--- src/rtl/cpu_pkg.sv ---
`default_nettype none

package cpu_pkg;

	typedef logic [31:0] uint32_t;
	typedef logic [4:0]  reg_addr_t;

	localparam int ROB_DEPTH = 8;
	typedef logic [$clog2(ROB_DEPTH)-1:0] rob_index_t;

	typedef enum logic [2:0] {
		OP_ADD,
		OP_SUB,
		OP_AND,
		OP_OR,
		OP_XOR,
		OP_SLT,
		OP_SLL,
		OP_MUL
	} exec_op_t;

	typedef struct packed {
		logic       valid;
		rob_index_t reorder;
		uint32_t    data;
	} cdb_packet_t;

	typedef struct packed {
		logic      busy;
		logic      done;
		reg_addr_t dest;
		logic      write;
		uint32_t   value;
	} rob_entry_t;

	typedef struct packed {
		logic       busy;
		rob_index_t reorder;
	} reg_status_t;

	typedef enum logic {
		IDLE,
		WAIT_ACK
	} fetch_state_t;

	// Primary opcodes
	localparam logic [5:0] OPC_SPECIAL  = 6'b000000;
	localparam logic [5:0] OPC_SPECIAL2 = 6'b011100;
	localparam logic [5:0] OPC_ADDIU    = 6'b001001;
	localparam logic [5:0] OPC_LUI      = 6'b001111;

	// Function field codes
	localparam logic [5:0] FN_SLL  = 6'b000000;
	localparam logic [5:0] FN_ADDU = 6'b100001;
	localparam logic [5:0] FN_SUBU = 6'b100011;
	localparam logic [5:0] FN_AND  = 6'b100100;
	localparam logic [5:0] FN_OR   = 6'b100101;
	localparam logic [5:0] FN_XOR  = 6'b100110;
	localparam logic [5:0] FN_SLT  = 6'b101010;
	localparam logic [5:0] FN_MUL  = 6'b000010;

endpackage

`default_nettype wire

--- src/rtl/exec_req_if.sv ---
`timescale 1ns/100ps
`default_nettype none

interface exec_req_if;
	import cpu_pkg::*;

	logic       valid;
	logic       ready;
	exec_op_t   op;
	uint32_t    src_a;
	uint32_t    src_b;
	logic [4:0] shamt;
	rob_index_t reorder;

	modport issue (
		output valid, op, src_a, src_b, shamt, reorder,
		input  ready
	);

	modport unit (
		input  valid, op, src_a, src_b, shamt, reorder,
		output ready
	);

endinterface

`default_nettype wire

--- src/rtl/instr_fetch.sv ---
`timescale 1ns/100ps
`default_nettype none

module instr_fetch #(
	parameter int               FETCH_DEPTH = 4,
	parameter cpu_pkg::uint32_t RESET_PC    = 32'h0000_0000
) (
	input  logic             clk,
	input  logic             rst,
	output logic             wb_cyc,
	output logic             wb_stb,
	output cpu_pkg::uint32_t wb_adr,
	input  cpu_pkg::uint32_t wb_dat,
	input  logic             wb_ack,
	output cpu_pkg::uint32_t instr,
	output logic             instr_valid,
	input  logic             instr_pop
);
	import cpu_pkg::*;

	localparam int PTR_W = (FETCH_DEPTH > 1) ? $clog2(FETCH_DEPTH) : 1;
	localparam int CNT_W = $clog2(FETCH_DEPTH + 1);

	fetch_state_t     state;
	uint32_t          pc;
	uint32_t          buf_mem [FETCH_DEPTH];
	logic [PTR_W-1:0] rd_ptr;
	logic [PTR_W-1:0] wr_ptr;
	logic [CNT_W-1:0] count;
	logic             push;
	logic             pop;

	function automatic logic [PTR_W-1:0] next_ptr(input logic [PTR_W-1:0] ptr);
		return (ptr == PTR_W'(FETCH_DEPTH - 1)) ? '0 : ptr + 1'b1;
	endfunction

	// Bus signals held for the whole read
	assign wb_cyc = (state == WAIT_ACK);
	assign wb_stb = (state == WAIT_ACK);
	assign wb_adr = pc;

	assign push        = (state == WAIT_ACK) && wb_ack;
	assign instr_valid = (count != '0);
	assign pop         = instr_pop && instr_valid;
	assign instr       = buf_mem[rd_ptr];

	always_ff @(posedge clk) begin
		if (rst) begin
			state  <= IDLE;
			pc     <= RESET_PC;
			rd_ptr <= '0;
			wr_ptr <= '0;
			count  <= '0;
		end else begin
			case (state)
				// Only one read in flight, so room in the buffer is enough
				IDLE: if (count < CNT_W'(FETCH_DEPTH)) state <= WAIT_ACK;
				WAIT_ACK: begin
					if (wb_ack) begin
						state <= IDLE;
						pc    <= pc + 32'd4;
					end
				end
				default: state <= IDLE;
			endcase
			if (push)
				wr_ptr <= next_ptr(wr_ptr);
			if (pop)
				rd_ptr <= next_ptr(rd_ptr);
			count <= count + CNT_W'(push) - CNT_W'(pop);
		end
	end

	always_ff @(posedge clk) begin
		if (push)
			buf_mem[wr_ptr] <= wb_dat;
	end

endmodule

`default_nettype wire

--- src/rtl/regfile.sv ---
`timescale 1ns/100ps
`default_nettype none

module regfile (
	input  logic                        clk,
	input  logic                        rst,
	input  cpu_pkg::reg_addr_t   [1:0]  raddr,
	output cpu_pkg::uint32_t     [1:0]  rdata,
	output cpu_pkg::reg_status_t [1:0]  rstatus,
	input  logic                        rename_we,
	input  cpu_pkg::reg_addr_t          rename_reg,
	input  cpu_pkg::rob_index_t         rename_tag,
	input  logic                        commit_we,
	input  cpu_pkg::reg_addr_t          commit_reg,
	input  cpu_pkg::rob_index_t         commit_tag,
	input  cpu_pkg::uint32_t            commit_data
);
	import cpu_pkg::*;

	uint32_t     regs   [32];
	reg_status_t status [32];

	always_comb begin
		for (int i = 0; i < 2; i++) begin
			rdata[i]   = (raddr[i] == '0) ? '0 : regs[raddr[i]];
			rstatus[i] = status[raddr[i]];
		end
	end

	always_ff @(posedge clk) begin
		if (commit_we && commit_reg != '0)
			regs[commit_reg] <= commit_data;
	end

	always_ff @(posedge clk) begin
		if (rst) begin
			status <= '{default: '0};
		end else begin
			// Younger rename keeps the register busy
			if (commit_we && status[commit_reg].reorder == commit_tag)
				status[commit_reg].busy <= 1'b0;
			if (rename_we && rename_reg != '0) begin
				status[rename_reg].busy    <= 1'b1;
				status[rename_reg].reorder <= rename_tag;
			end
		end
	end

endmodule

`default_nettype wire

--- src/rtl/instr_issue.sv ---
`timescale 1ns/100ps
`default_nettype none

module instr_issue (
	input  cpu_pkg::uint32_t            instr,
	input  logic                        instr_valid,
	output logic                        instr_pop,
	output cpu_pkg::reg_addr_t   [1:0]  raddr,
	input  cpu_pkg::uint32_t     [1:0]  rdata,
	input  cpu_pkg::reg_status_t [1:0]  rstatus,
	output logic                        rename_we,
	output cpu_pkg::reg_addr_t          rename_reg,
	output cpu_pkg::rob_index_t         rename_tag,
	input  cpu_pkg::rob_index_t         rob_tail,
	input  logic                        rob_full,
	output logic                        alloc,
	output cpu_pkg::rob_entry_t         alloc_entry,
	output cpu_pkg::rob_index_t  [1:0]  rob_raddr,
	input  logic                 [1:0]  rob_rdone,
	input  cpu_pkg::uint32_t     [1:0]  rob_rdata,
	exec_req_if.issue                   alu,
	exec_req_if.issue                   mul
);
	import cpu_pkg::*;

	logic [5:0]    opcode;
	logic [5:0]    funct;
	exec_op_t      op;
	reg_addr_t     dest;
	logic          supported;
	logic          is_mul;
	logic          need_a;
	logic          need_b;
	logic          use_imm;
	uint32_t       imm;
	uint32_t [1:0] operand;
	logic    [1:0] operand_ok;
	uint32_t       src_a;
	uint32_t       src_b;
	logic          unit_ready;
	logic          fire;

	assign opcode   = instr[31:26];
	assign funct    = instr[5:0];
	assign raddr[0] = instr[25:21];
	assign raddr[1] = instr[20:16];

	always_comb begin
		op        = OP_ADD;
		dest      = instr[15:11];
		supported = 1'b1;
		is_mul    = 1'b0;
		need_a    = 1'b1;
		need_b    = 1'b1;
		use_imm   = 1'b0;
		imm       = '0;
		case (opcode)
			OPC_SPECIAL: begin
				case (funct)
					FN_ADDU: op = OP_ADD;
					FN_SUBU: op = OP_SUB;
					FN_AND:  op = OP_AND;
					FN_OR:   op = OP_OR;
					FN_XOR:  op = OP_XOR;
					FN_SLT:  op = OP_SLT;
					FN_SLL: begin
						op     = OP_SLL;
						need_a = 1'b0;
					end
					default: supported = 1'b0;
				endcase
			end
			OPC_SPECIAL2: begin
				op     = OP_MUL;
				is_mul = 1'b1;
				if (funct != FN_MUL)
					supported = 1'b0;
			end
			OPC_ADDIU: begin
				dest    = instr[20:16];
				need_b  = 1'b0;
				use_imm = 1'b1;
				imm     = {{16{instr[15]}}, instr[15:0]};
			end
			// LUI adds the shifted immediate to zero
			OPC_LUI: begin
				dest    = instr[20:16];
				need_a  = 1'b0;
				need_b  = 1'b0;
				use_imm = 1'b1;
				imm     = {instr[15:0], 16'h0000};
			end
			default: supported = 1'b0;
		endcase
	end

	// Busy sources come from the ROB once done
	always_comb begin
		for (int i = 0; i < 2; i++) begin
			rob_raddr[i]  = rstatus[i].reorder;
			operand_ok[i] = !rstatus[i].busy || rob_rdone[i];
			operand[i]    = rstatus[i].busy ? rob_rdata[i] : rdata[i];
		end
	end

	assign src_a      = need_a ? operand[0] : '0;
	assign src_b      = use_imm ? imm : operand[1];
	assign unit_ready = is_mul ? mul.ready : alu.ready;

	assign fire = instr_valid && !rob_full && (!supported ||
		(unit_ready && (operand_ok[0] || !need_a) && (operand_ok[1] || !need_b)));

	assign instr_pop   = fire;
	assign alloc       = fire;
	assign alloc_entry = '{busy: 1'b1, done: !supported, dest: dest,
		write: supported, value: '0};

	assign rename_we  = fire && supported && (dest != '0);
	assign rename_reg = dest;
	assign rename_tag = rob_tail;

	assign alu.valid   = fire && supported && !is_mul;
	assign alu.op      = op;
	assign alu.src_a   = src_a;
	assign alu.src_b   = src_b;
	assign alu.shamt   = instr[10:6];
	assign alu.reorder = rob_tail;

	assign mul.valid   = fire && supported && is_mul;
	assign mul.op      = op;
	assign mul.src_a   = src_a;
	assign mul.src_b   = src_b;
	assign mul.shamt   = instr[10:6];
	assign mul.reorder = rob_tail;

endmodule

`default_nettype wire

--- src/rtl/alu_unit.sv ---
`timescale 1ns/100ps
`default_nettype none

module alu_unit (
	input  logic                clk,
	input  logic                rst,
	exec_req_if.unit            req,
	output cpu_pkg::cdb_packet_t cdb
);
	import cpu_pkg::*;

	uint32_t    result;
	logic       valid_q;
	rob_index_t tag_q;
	uint32_t    data_q;

	assign req.ready = 1'b1;

	always_comb begin
		case (req.op)
			OP_ADD:  result = req.src_a + req.src_b;
			OP_SUB:  result = req.src_a - req.src_b;
			OP_AND:  result = req.src_a & req.src_b;
			OP_OR:   result = req.src_a | req.src_b;
			OP_XOR:  result = req.src_a ^ req.src_b;
			OP_SLT:  result = {31'b0, $signed(req.src_a) < $signed(req.src_b)};
			OP_SLL:  result = req.src_b << req.shamt;
			default: result = '0;
		endcase
	end

	always_ff @(posedge clk) begin
		if (rst)
			valid_q <= 1'b0;
		else
			valid_q <= req.valid;
	end

	always_ff @(posedge clk) begin
		if (req.valid) begin
			tag_q  <= req.reorder;
			data_q <= result;
		end
	end

	assign cdb = '{valid: valid_q, reorder: tag_q, data: data_q};

endmodule

`default_nettype wire

--- src/rtl/mul_unit.sv ---
`timescale 1ns/100ps
`default_nettype none

module mul_unit (
	input  logic                clk,
	input  logic                rst,
	exec_req_if.unit            req,
	output cpu_pkg::cdb_packet_t cdb
);
	import cpu_pkg::*;

	uint32_t    mcand;
	uint32_t    mplier;
	uint32_t    prod;
	rob_index_t tag;
	logic [4:0] cnt;
	logic       busy;
	logic       done;
	logic       accept;

	assign req.ready = !busy;
	assign accept    = req.valid && !busy;
	assign cdb       = '{valid: done, reorder: tag, data: prod};

	always_ff @(posedge clk) begin
		if (rst) begin
			busy <= 1'b0;
			done <= 1'b0;
			cnt  <= '0;
		end else begin
			done <= 1'b0;
			if (accept) begin
				busy <= 1'b1;
				cnt  <= '0;
			end else if (busy) begin
				cnt <= cnt + 1'b1;
				// Last of 32 steps
				if (cnt == 5'd31) begin
					busy <= 1'b0;
					done <= 1'b1;
				end
			end
		end
	end

	// Low word only, so the multiplicand may drop its top bits
	always_ff @(posedge clk) begin
		if (accept) begin
			mcand  <= req.src_a;
			mplier <= req.src_b;
			prod   <= '0;
			tag    <= req.reorder;
		end else if (busy) begin
			if (mplier[0])
				prod <= prod + mcand;
			mcand  <= mcand << 1;
			mplier <= mplier >> 1;
		end
	end

endmodule

`default_nettype wire

--- src/rtl/rob.sv ---
`timescale 1ns/100ps
`default_nettype none

module rob (
	input  logic                       clk,
	input  logic                       rst,
	input  logic                       alloc,
	input  cpu_pkg::rob_entry_t        alloc_entry,
	output cpu_pkg::rob_index_t        tail,
	output logic                       full,
	input  cpu_pkg::cdb_packet_t       cdb_alu,
	input  cpu_pkg::cdb_packet_t       cdb_mul,
	input  cpu_pkg::rob_index_t [1:0]  raddr,
	output logic                [1:0]  rdone,
	output cpu_pkg::uint32_t    [1:0]  rdata,
	output logic                       commit_we,
	output cpu_pkg::reg_addr_t         commit_reg,
	output cpu_pkg::rob_index_t        commit_tag,
	output cpu_pkg::uint32_t           commit_data
);
	import cpu_pkg::*;

	localparam int CNT_W = $clog2(ROB_DEPTH + 1);

	rob_entry_t       entries [ROB_DEPTH];
	rob_index_t       head;
	logic [CNT_W-1:0] count;
	logic             retire;

	assign full = (count == CNT_W'(ROB_DEPTH));

	// Forwarding ports for the issue stage
	always_comb begin
		for (int i = 0; i < 2; i++) begin
			rdone[i] = entries[raddr[i]].done;
			rdata[i] = entries[raddr[i]].value;
		end
	end

	assign retire      = entries[head].busy && entries[head].done;
	assign commit_we   = retire && entries[head].write && (entries[head].dest != '0);
	assign commit_reg  = entries[head].dest;
	assign commit_tag  = head;
	assign commit_data = entries[head].value;

	always_ff @(posedge clk) begin
		if (rst) begin
			head  <= '0;
			tail  <= '0;
			count <= '0;
			for (int i = 0; i < ROB_DEPTH; i++) begin
				entries[i].busy <= 1'b0;
				entries[i].done <= 1'b0;
			end
		end else begin
			if (retire) begin
				entries[head].busy <= 1'b0;
				head               <= head + 1'b1;
			end
			// Both buses may report in one cycle
			if (cdb_alu.valid) begin
				entries[cdb_alu.reorder].done  <= 1'b1;
				entries[cdb_alu.reorder].value <= cdb_alu.data;
			end
			if (cdb_mul.valid) begin
				entries[cdb_mul.reorder].done  <= 1'b1;
				entries[cdb_mul.reorder].value <= cdb_mul.data;
			end
			if (alloc) begin
				entries[tail] <= alloc_entry;
				tail          <= tail + 1'b1;
			end
			count <= count + CNT_W'(alloc) - CNT_W'(retire);
		end
	end

endmodule

`default_nettype wire

--- src/rtl/cpu_core.sv ---
`timescale 1ns/100ps
`default_nettype none

module cpu_core #(
	parameter int               FETCH_DEPTH = 4,
	parameter cpu_pkg::uint32_t RESET_PC    = 32'h0000_0000
) (
	input  logic               clk,
	input  logic               rst,
	output logic               wb_cyc,
	output logic               wb_stb,
	output cpu_pkg::uint32_t   wb_adr,
	input  cpu_pkg::uint32_t   wb_dat,
	input  logic               wb_ack,
	output logic               commit_valid,
	output cpu_pkg::reg_addr_t commit_reg,
	output cpu_pkg::uint32_t   commit_data
);
	import cpu_pkg::*;

	// fetch to issue
	uint32_t fetch_instr;
	logic    fetch_valid;
	logic    fetch_pop;

	// register file ports
	reg_addr_t   [1:0] reg_raddr;
	uint32_t     [1:0] reg_rdata;
	reg_status_t [1:0] reg_status;
	logic              rename_we;
	reg_addr_t         rename_reg;
	rob_index_t        rename_tag;

	// ROB
	rob_index_t       rob_tail;
	logic             rob_full;
	logic             rob_alloc;
	rob_entry_t       rob_alloc_entry;
	rob_index_t [1:0] rob_raddr;
	logic       [1:0] rob_rdone;
	uint32_t    [1:0] rob_rdata;
	rob_index_t       commit_tag;

	// result buses
	cdb_packet_t cdb_alu;
	cdb_packet_t cdb_mul;

	exec_req_if alu_req ();
	exec_req_if mul_req ();

	instr_fetch #(
		.FETCH_DEPTH ( FETCH_DEPTH ),
		.RESET_PC    ( RESET_PC    )
	) instr_fetch_inst (
		.clk,
		.rst,
		.wb_cyc,
		.wb_stb,
		.wb_adr,
		.wb_dat,
		.wb_ack,
		.instr       ( fetch_instr ),
		.instr_valid ( fetch_valid ),
		.instr_pop   ( fetch_pop   )
	);

	regfile regfile_inst (
		.clk,
		.rst,
		.raddr       ( reg_raddr    ),
		.rdata       ( reg_rdata    ),
		.rstatus     ( reg_status   ),
		.rename_we,
		.rename_reg,
		.rename_tag,
		.commit_we   ( commit_valid ),
		.commit_reg,
		.commit_tag,
		.commit_data
	);

	instr_issue instr_issue_inst (
		.instr       ( fetch_instr     ),
		.instr_valid ( fetch_valid     ),
		.instr_pop   ( fetch_pop       ),
		.raddr       ( reg_raddr       ),
		.rdata       ( reg_rdata       ),
		.rstatus     ( reg_status      ),
		.rename_we,
		.rename_reg,
		.rename_tag,
		.rob_tail,
		.rob_full,
		.alloc       ( rob_alloc       ),
		.alloc_entry ( rob_alloc_entry ),
		.rob_raddr,
		.rob_rdone,
		.rob_rdata,
		.alu         ( alu_req         ),
		.mul         ( mul_req         )
	);

	alu_unit alu_unit_inst (
		.clk,
		.rst,
		.req ( alu_req ),
		.cdb ( cdb_alu )
	);

	mul_unit mul_unit_inst (
		.clk,
		.rst,
		.req ( mul_req ),
		.cdb ( cdb_mul )
	);

	rob rob_inst (
		.clk,
		.rst,
		.alloc       ( rob_alloc       ),
		.alloc_entry ( rob_alloc_entry ),
		.tail        ( rob_tail        ),
		.full        ( rob_full        ),
		.cdb_alu,
		.cdb_mul,
		.raddr       ( rob_raddr       ),
		.rdone       ( rob_rdone       ),
		.rdata       ( rob_rdata       ),
		.commit_we   ( commit_valid    ),
		.commit_reg,
		.commit_tag,
		.commit_data
	);

endmodule

`default_nettype wire

--- config.mk ---
export PLATFORM = sky130hd
export DESIGN_NAME = cpu_core
export DESIGN_NICKNAME = d
export VERILOG_FILES = /design/src/rtl/cpu_pkg.sv /design/src/rtl/exec_req_if.sv /design/src/rtl/instr_fetch.sv /design/src/rtl/regfile.sv /design/src/rtl/instr_issue.sv /design/src/rtl/alu_unit.sv /design/src/rtl/mul_unit.sv /design/src/rtl/rob.sv /design/src/rtl/cpu_core.sv
export SDC_FILE = /design/constraint.sdc
export NUM_CORES = 2
export LEC_CHECK = 0
export BUFFER_PORTS_ARGS = -buffer_cell sky130_fd_sc_hd__buf_2
export CAP_MARGIN = 5
export CORE_UTILIZATION = 55
export CTS_BUF_LIST = sky130_fd_sc_hd__clkbuf_8
export DETAILED_ROUTE_END_ITERATION = 8
export HOLD_SLACK_MARGIN = 0.02
export PLACE_DENSITY = 0.8
export SLEW_MARGIN = 25
export SYNTH_ARGS = -nofsm -noshare
export SYNTH_HDL_FRONTEND = slang
export SYNTH_SLANG_ARGS = --single-unit
--- constraint.sdc ---
create_clock -name clk -period 8.7 [get_ports clk]
set_input_delay 1.305 -clock clk [delete_from_list [all_inputs] [get_ports clk]]
set_output_delay 1.305 -clock clk [all_outputs]
set_load 0.02 [all_outputs]
==> run metrics <==
syn_area_per_cell=between 10 and 15 um^2; DRT antenna net count=0; PortBufs=between 100 and 150; vias in the first global route=75,100; Fin. Hold Viols=0; DRC=0; Initial Util=0.557; most common cell after layout, fill and taps aside=edfxtp_1; cell taking the most area after synthesis=edfxtp_1; CP max stage delay=roughly 770 ps; max-slew violations=0; GR Util All Layers=0.418; Placement Rows=around 150; startpoint types=flip-flop; Critical Path RT=9640 ps; vias=around 80,000; cell family with most CP delay=compound AO/OA/AOI/OAI gates; worst vdd ir=~570 uV; Total Power=around 50 mW; CTS Sinks=between 1,500 and 2,000; hold_buf cts=0; Yosys top cell area share=0.402; max_slew headroom=0.173; PwrDens=455 nW/um^2; final core occ=0.617; die height=423 um; Setup-failing EPs final=0; Data arrival, critical path=a little over 9000 ps; grt ovf=0; Worst Tran Pin Value=around 1200 ps; root buf cell=clkbuf_8; register area share after synthesis=0.503; via/cell ratio=slightly above 7; largest net degree at the start of global routing=between 100 and 150; CP bufs+invs=4; first-pass GRT wire length=537,000 um; Detailed Place HPWL=approximately 240,000 um; CTS Buf Count=about 320; synthesis-to-layout area growth=10.8%; flops & latches, synth=~1,800; drt first pass iters=8; status=completed; critical path peak fanout=70; Worst Setup End Kind=flip-flop; commonest cells after routing, fill and taps aside=1,302 x edfxtp_1, 968 x nand2_1, 851 x mux2i_1, 622 x nor2_1, 522 x mux4_2; Bufs on Longest Clock Path=4; cell mode on critical path=a21oi_1; Tcrit/Tclk final=0.967; FFs w/ async S/R, synth=0; H-Tree Depth=5; cells after synthesis=8,183; MaxCap Viol Count=0; Sum Neg Setup Slack=0 ps; slowest CP cell=mux4_4; initial DRC count=about 14,000; Hold Crit Class=primary input to flip-flop; Yosys cell types=between 90 and 100; ys flop type=edfxtp_1; drt wl/cell=roughly 35 um; Clk pin slew, worst setup/hold paths=~60 ps; TritonCTS clock tree=yes; antenna violations before repair=29; fill count=13,200; placer congestion estimate=between 1 and 1.5; Post-Synthesis Cell Area=approximately 97,000 um^2; floorplan die width=423 um; core area=about 170,000 um^2; layout cells sized above 1=0.199; RSZ-0062 raised after global routing=no; crit path time final=about 8400 ps; nets=around 8,500; leakage=38.9 nW; final wirelength=about 380,000 um; post-route clock skew=~100 ps; Top Ports=about 110; Post-synth EDFFs=1,302; Max Fclk=0.119 GHz; Die ar.=between 150,000 and 200,000 um^2; Yosys warnings=0; ranking of synthesized cells by area=edfxtp_1 40%, mux4_2 12%, dfxtp_1 10%, mux2i_1 8.8%, nand2_1 3.8%; clk_lat worst skew=1120 ps; critical path type=flip-flop to flip-flop
-- routing by layer --
layer	global-route usage	share of wire	vias up
met3	0.154	0.16	1620
met2	0.578	0.41	6991
met1	0.545	0.35	38300
li1	-	-	31700
met5	0	0.00022	-
met4	0.290	0.083	12
-- stage by stage --
step,setup WS [ps],hold slack (ps),instances,area [um^2]
floorplan,34.1,424,8216,97400
global placement,224,473,10300,102000
detailed placement,149,473,10300,102000
CTS,15.8,375,10900,107000
global route,37.4,418,10900,108000
finish,290,435,11000,108000
-- cells in the mapped netlist, types with 16 or more instances --
master        n
a221oi_1     66
o2111ai_1    18
nand2_1     977
and2_1       20
a32oi_1      38
buf_6        21
dfxtp_1     493
clkbuf_1    390
a211oi_1    363
o22ai_1      29
xnor2_1      48
a21o_1       29
mux2i_1     856
a22oi_1      17
nand3_1     266
edfxtp_1   1302
inv_1       147
o211ai_1     49
o221ai_1     38
mux4_1       16
buf_4        35
nand2b_1     25
o31ai_1      17
ha_1        130
and3_1       66
xor2_1       46
a311oi_1     34
a21oi_1     321
or2_2        31
nor2b_1      80
or3_1        23
o21bai_1     19
nor2_1      661
a31oi_1      99
nor3_1       63
o21ai_0     267
mux2_2       81
buf_1       142
buf_2       105
mux4_2      525
-- registers in the layout, summed over array words and instances (netlist names), 4 cells and up, named ones only --
| register | flops |
|---|---|
| instr_fetch_inst.wb_adr | 30 |
| mul_unit_inst.mcand | 32 |
| rob_inst.count | 4 |
| mul_unit_inst.mplier | 32 |
| mul_unit_inst.prod | 32 |
| instr_fetch_inst.buf_mem | 128 |
| mul_unit_inst.cnt | 5 |
| regfile_inst.status | 128 |
| regfile_inst.regs | 1024 |
| alu_unit_inst.data_q | 32 |
| rob_inst.entries | 320 |
-- kinds of logic (layout without fill, tap and decap cells) --
| kind of cell | count (synthesis) | count (layout) | share of synthesized area |
|---|---|---|---|
| AOI/OAI and AO/OA | 1545 | 1546 | 0.107 |
| xor gates and xnor gates | 94 | 94 | 0.00846 |
| adders and majority gates | 135 | 135 | 0.0177 |
| buffers and inverters | 854 | 1241 | 0.0387 |
| DFF | 1795 | 1795 | 0.503 |
| muxes | 1483 | 1486 | 0.224 |
| other | 1 | 54 | 0.0000385 |
| and+or+nand+nor | 2276 | 2276 | 0.101 |
-- power by group --
group / switching, mW / internal [mW]
Combinational: 20.4 / 10.9
Sequential: 0.450 / 9.82
Clock: 3.61 / 3.81
Total: 24.5 / 24.5
-- worst paths after layout --
kind | startpoint | depth (start not counted) | endpoint | slack (ps)
min | wb_dat[27] | 1 | instr_fetch_inst.buf_mem[1][27]$_DFFE_PP_ | 440
max reg2reg | flip-flop | 26 | alu_unit_inst.data_q[31]$_SDFFCE_PN0P_ | 290
max | flip-flop | 26 | alu_unit_inst.data_q[31]$_SDFFCE_PN0P_ | 290
min reg2reg | rob_inst.entries[1][39]$_SDFFE_PP1P_ | 1 | rob_inst.entries[1][39]$_SDFFE_PP1P_ | 490
-- layout make-up --
type	count	area [um^2]	share of cell area
flip-flops and latches	1795	49000	0.454
multi-input cells	5571	45500	0.422
clock buffers	337	4640	0.0430
repair buffers	534	4060	0.0376
well taps	2325	2910	0.0270
clock inverters	218	1130	0.0105
inverters	152	571	0.00529
diodes	20	50.0	0.000464
-- repair_timing --
item | 4_1_cts | 5_1_grt
resized for setup | 0 | 31
setup buffers | 0 | 23
endpoints found under the setup margin | 0 | 5
(Power assumes the default switching activity.)
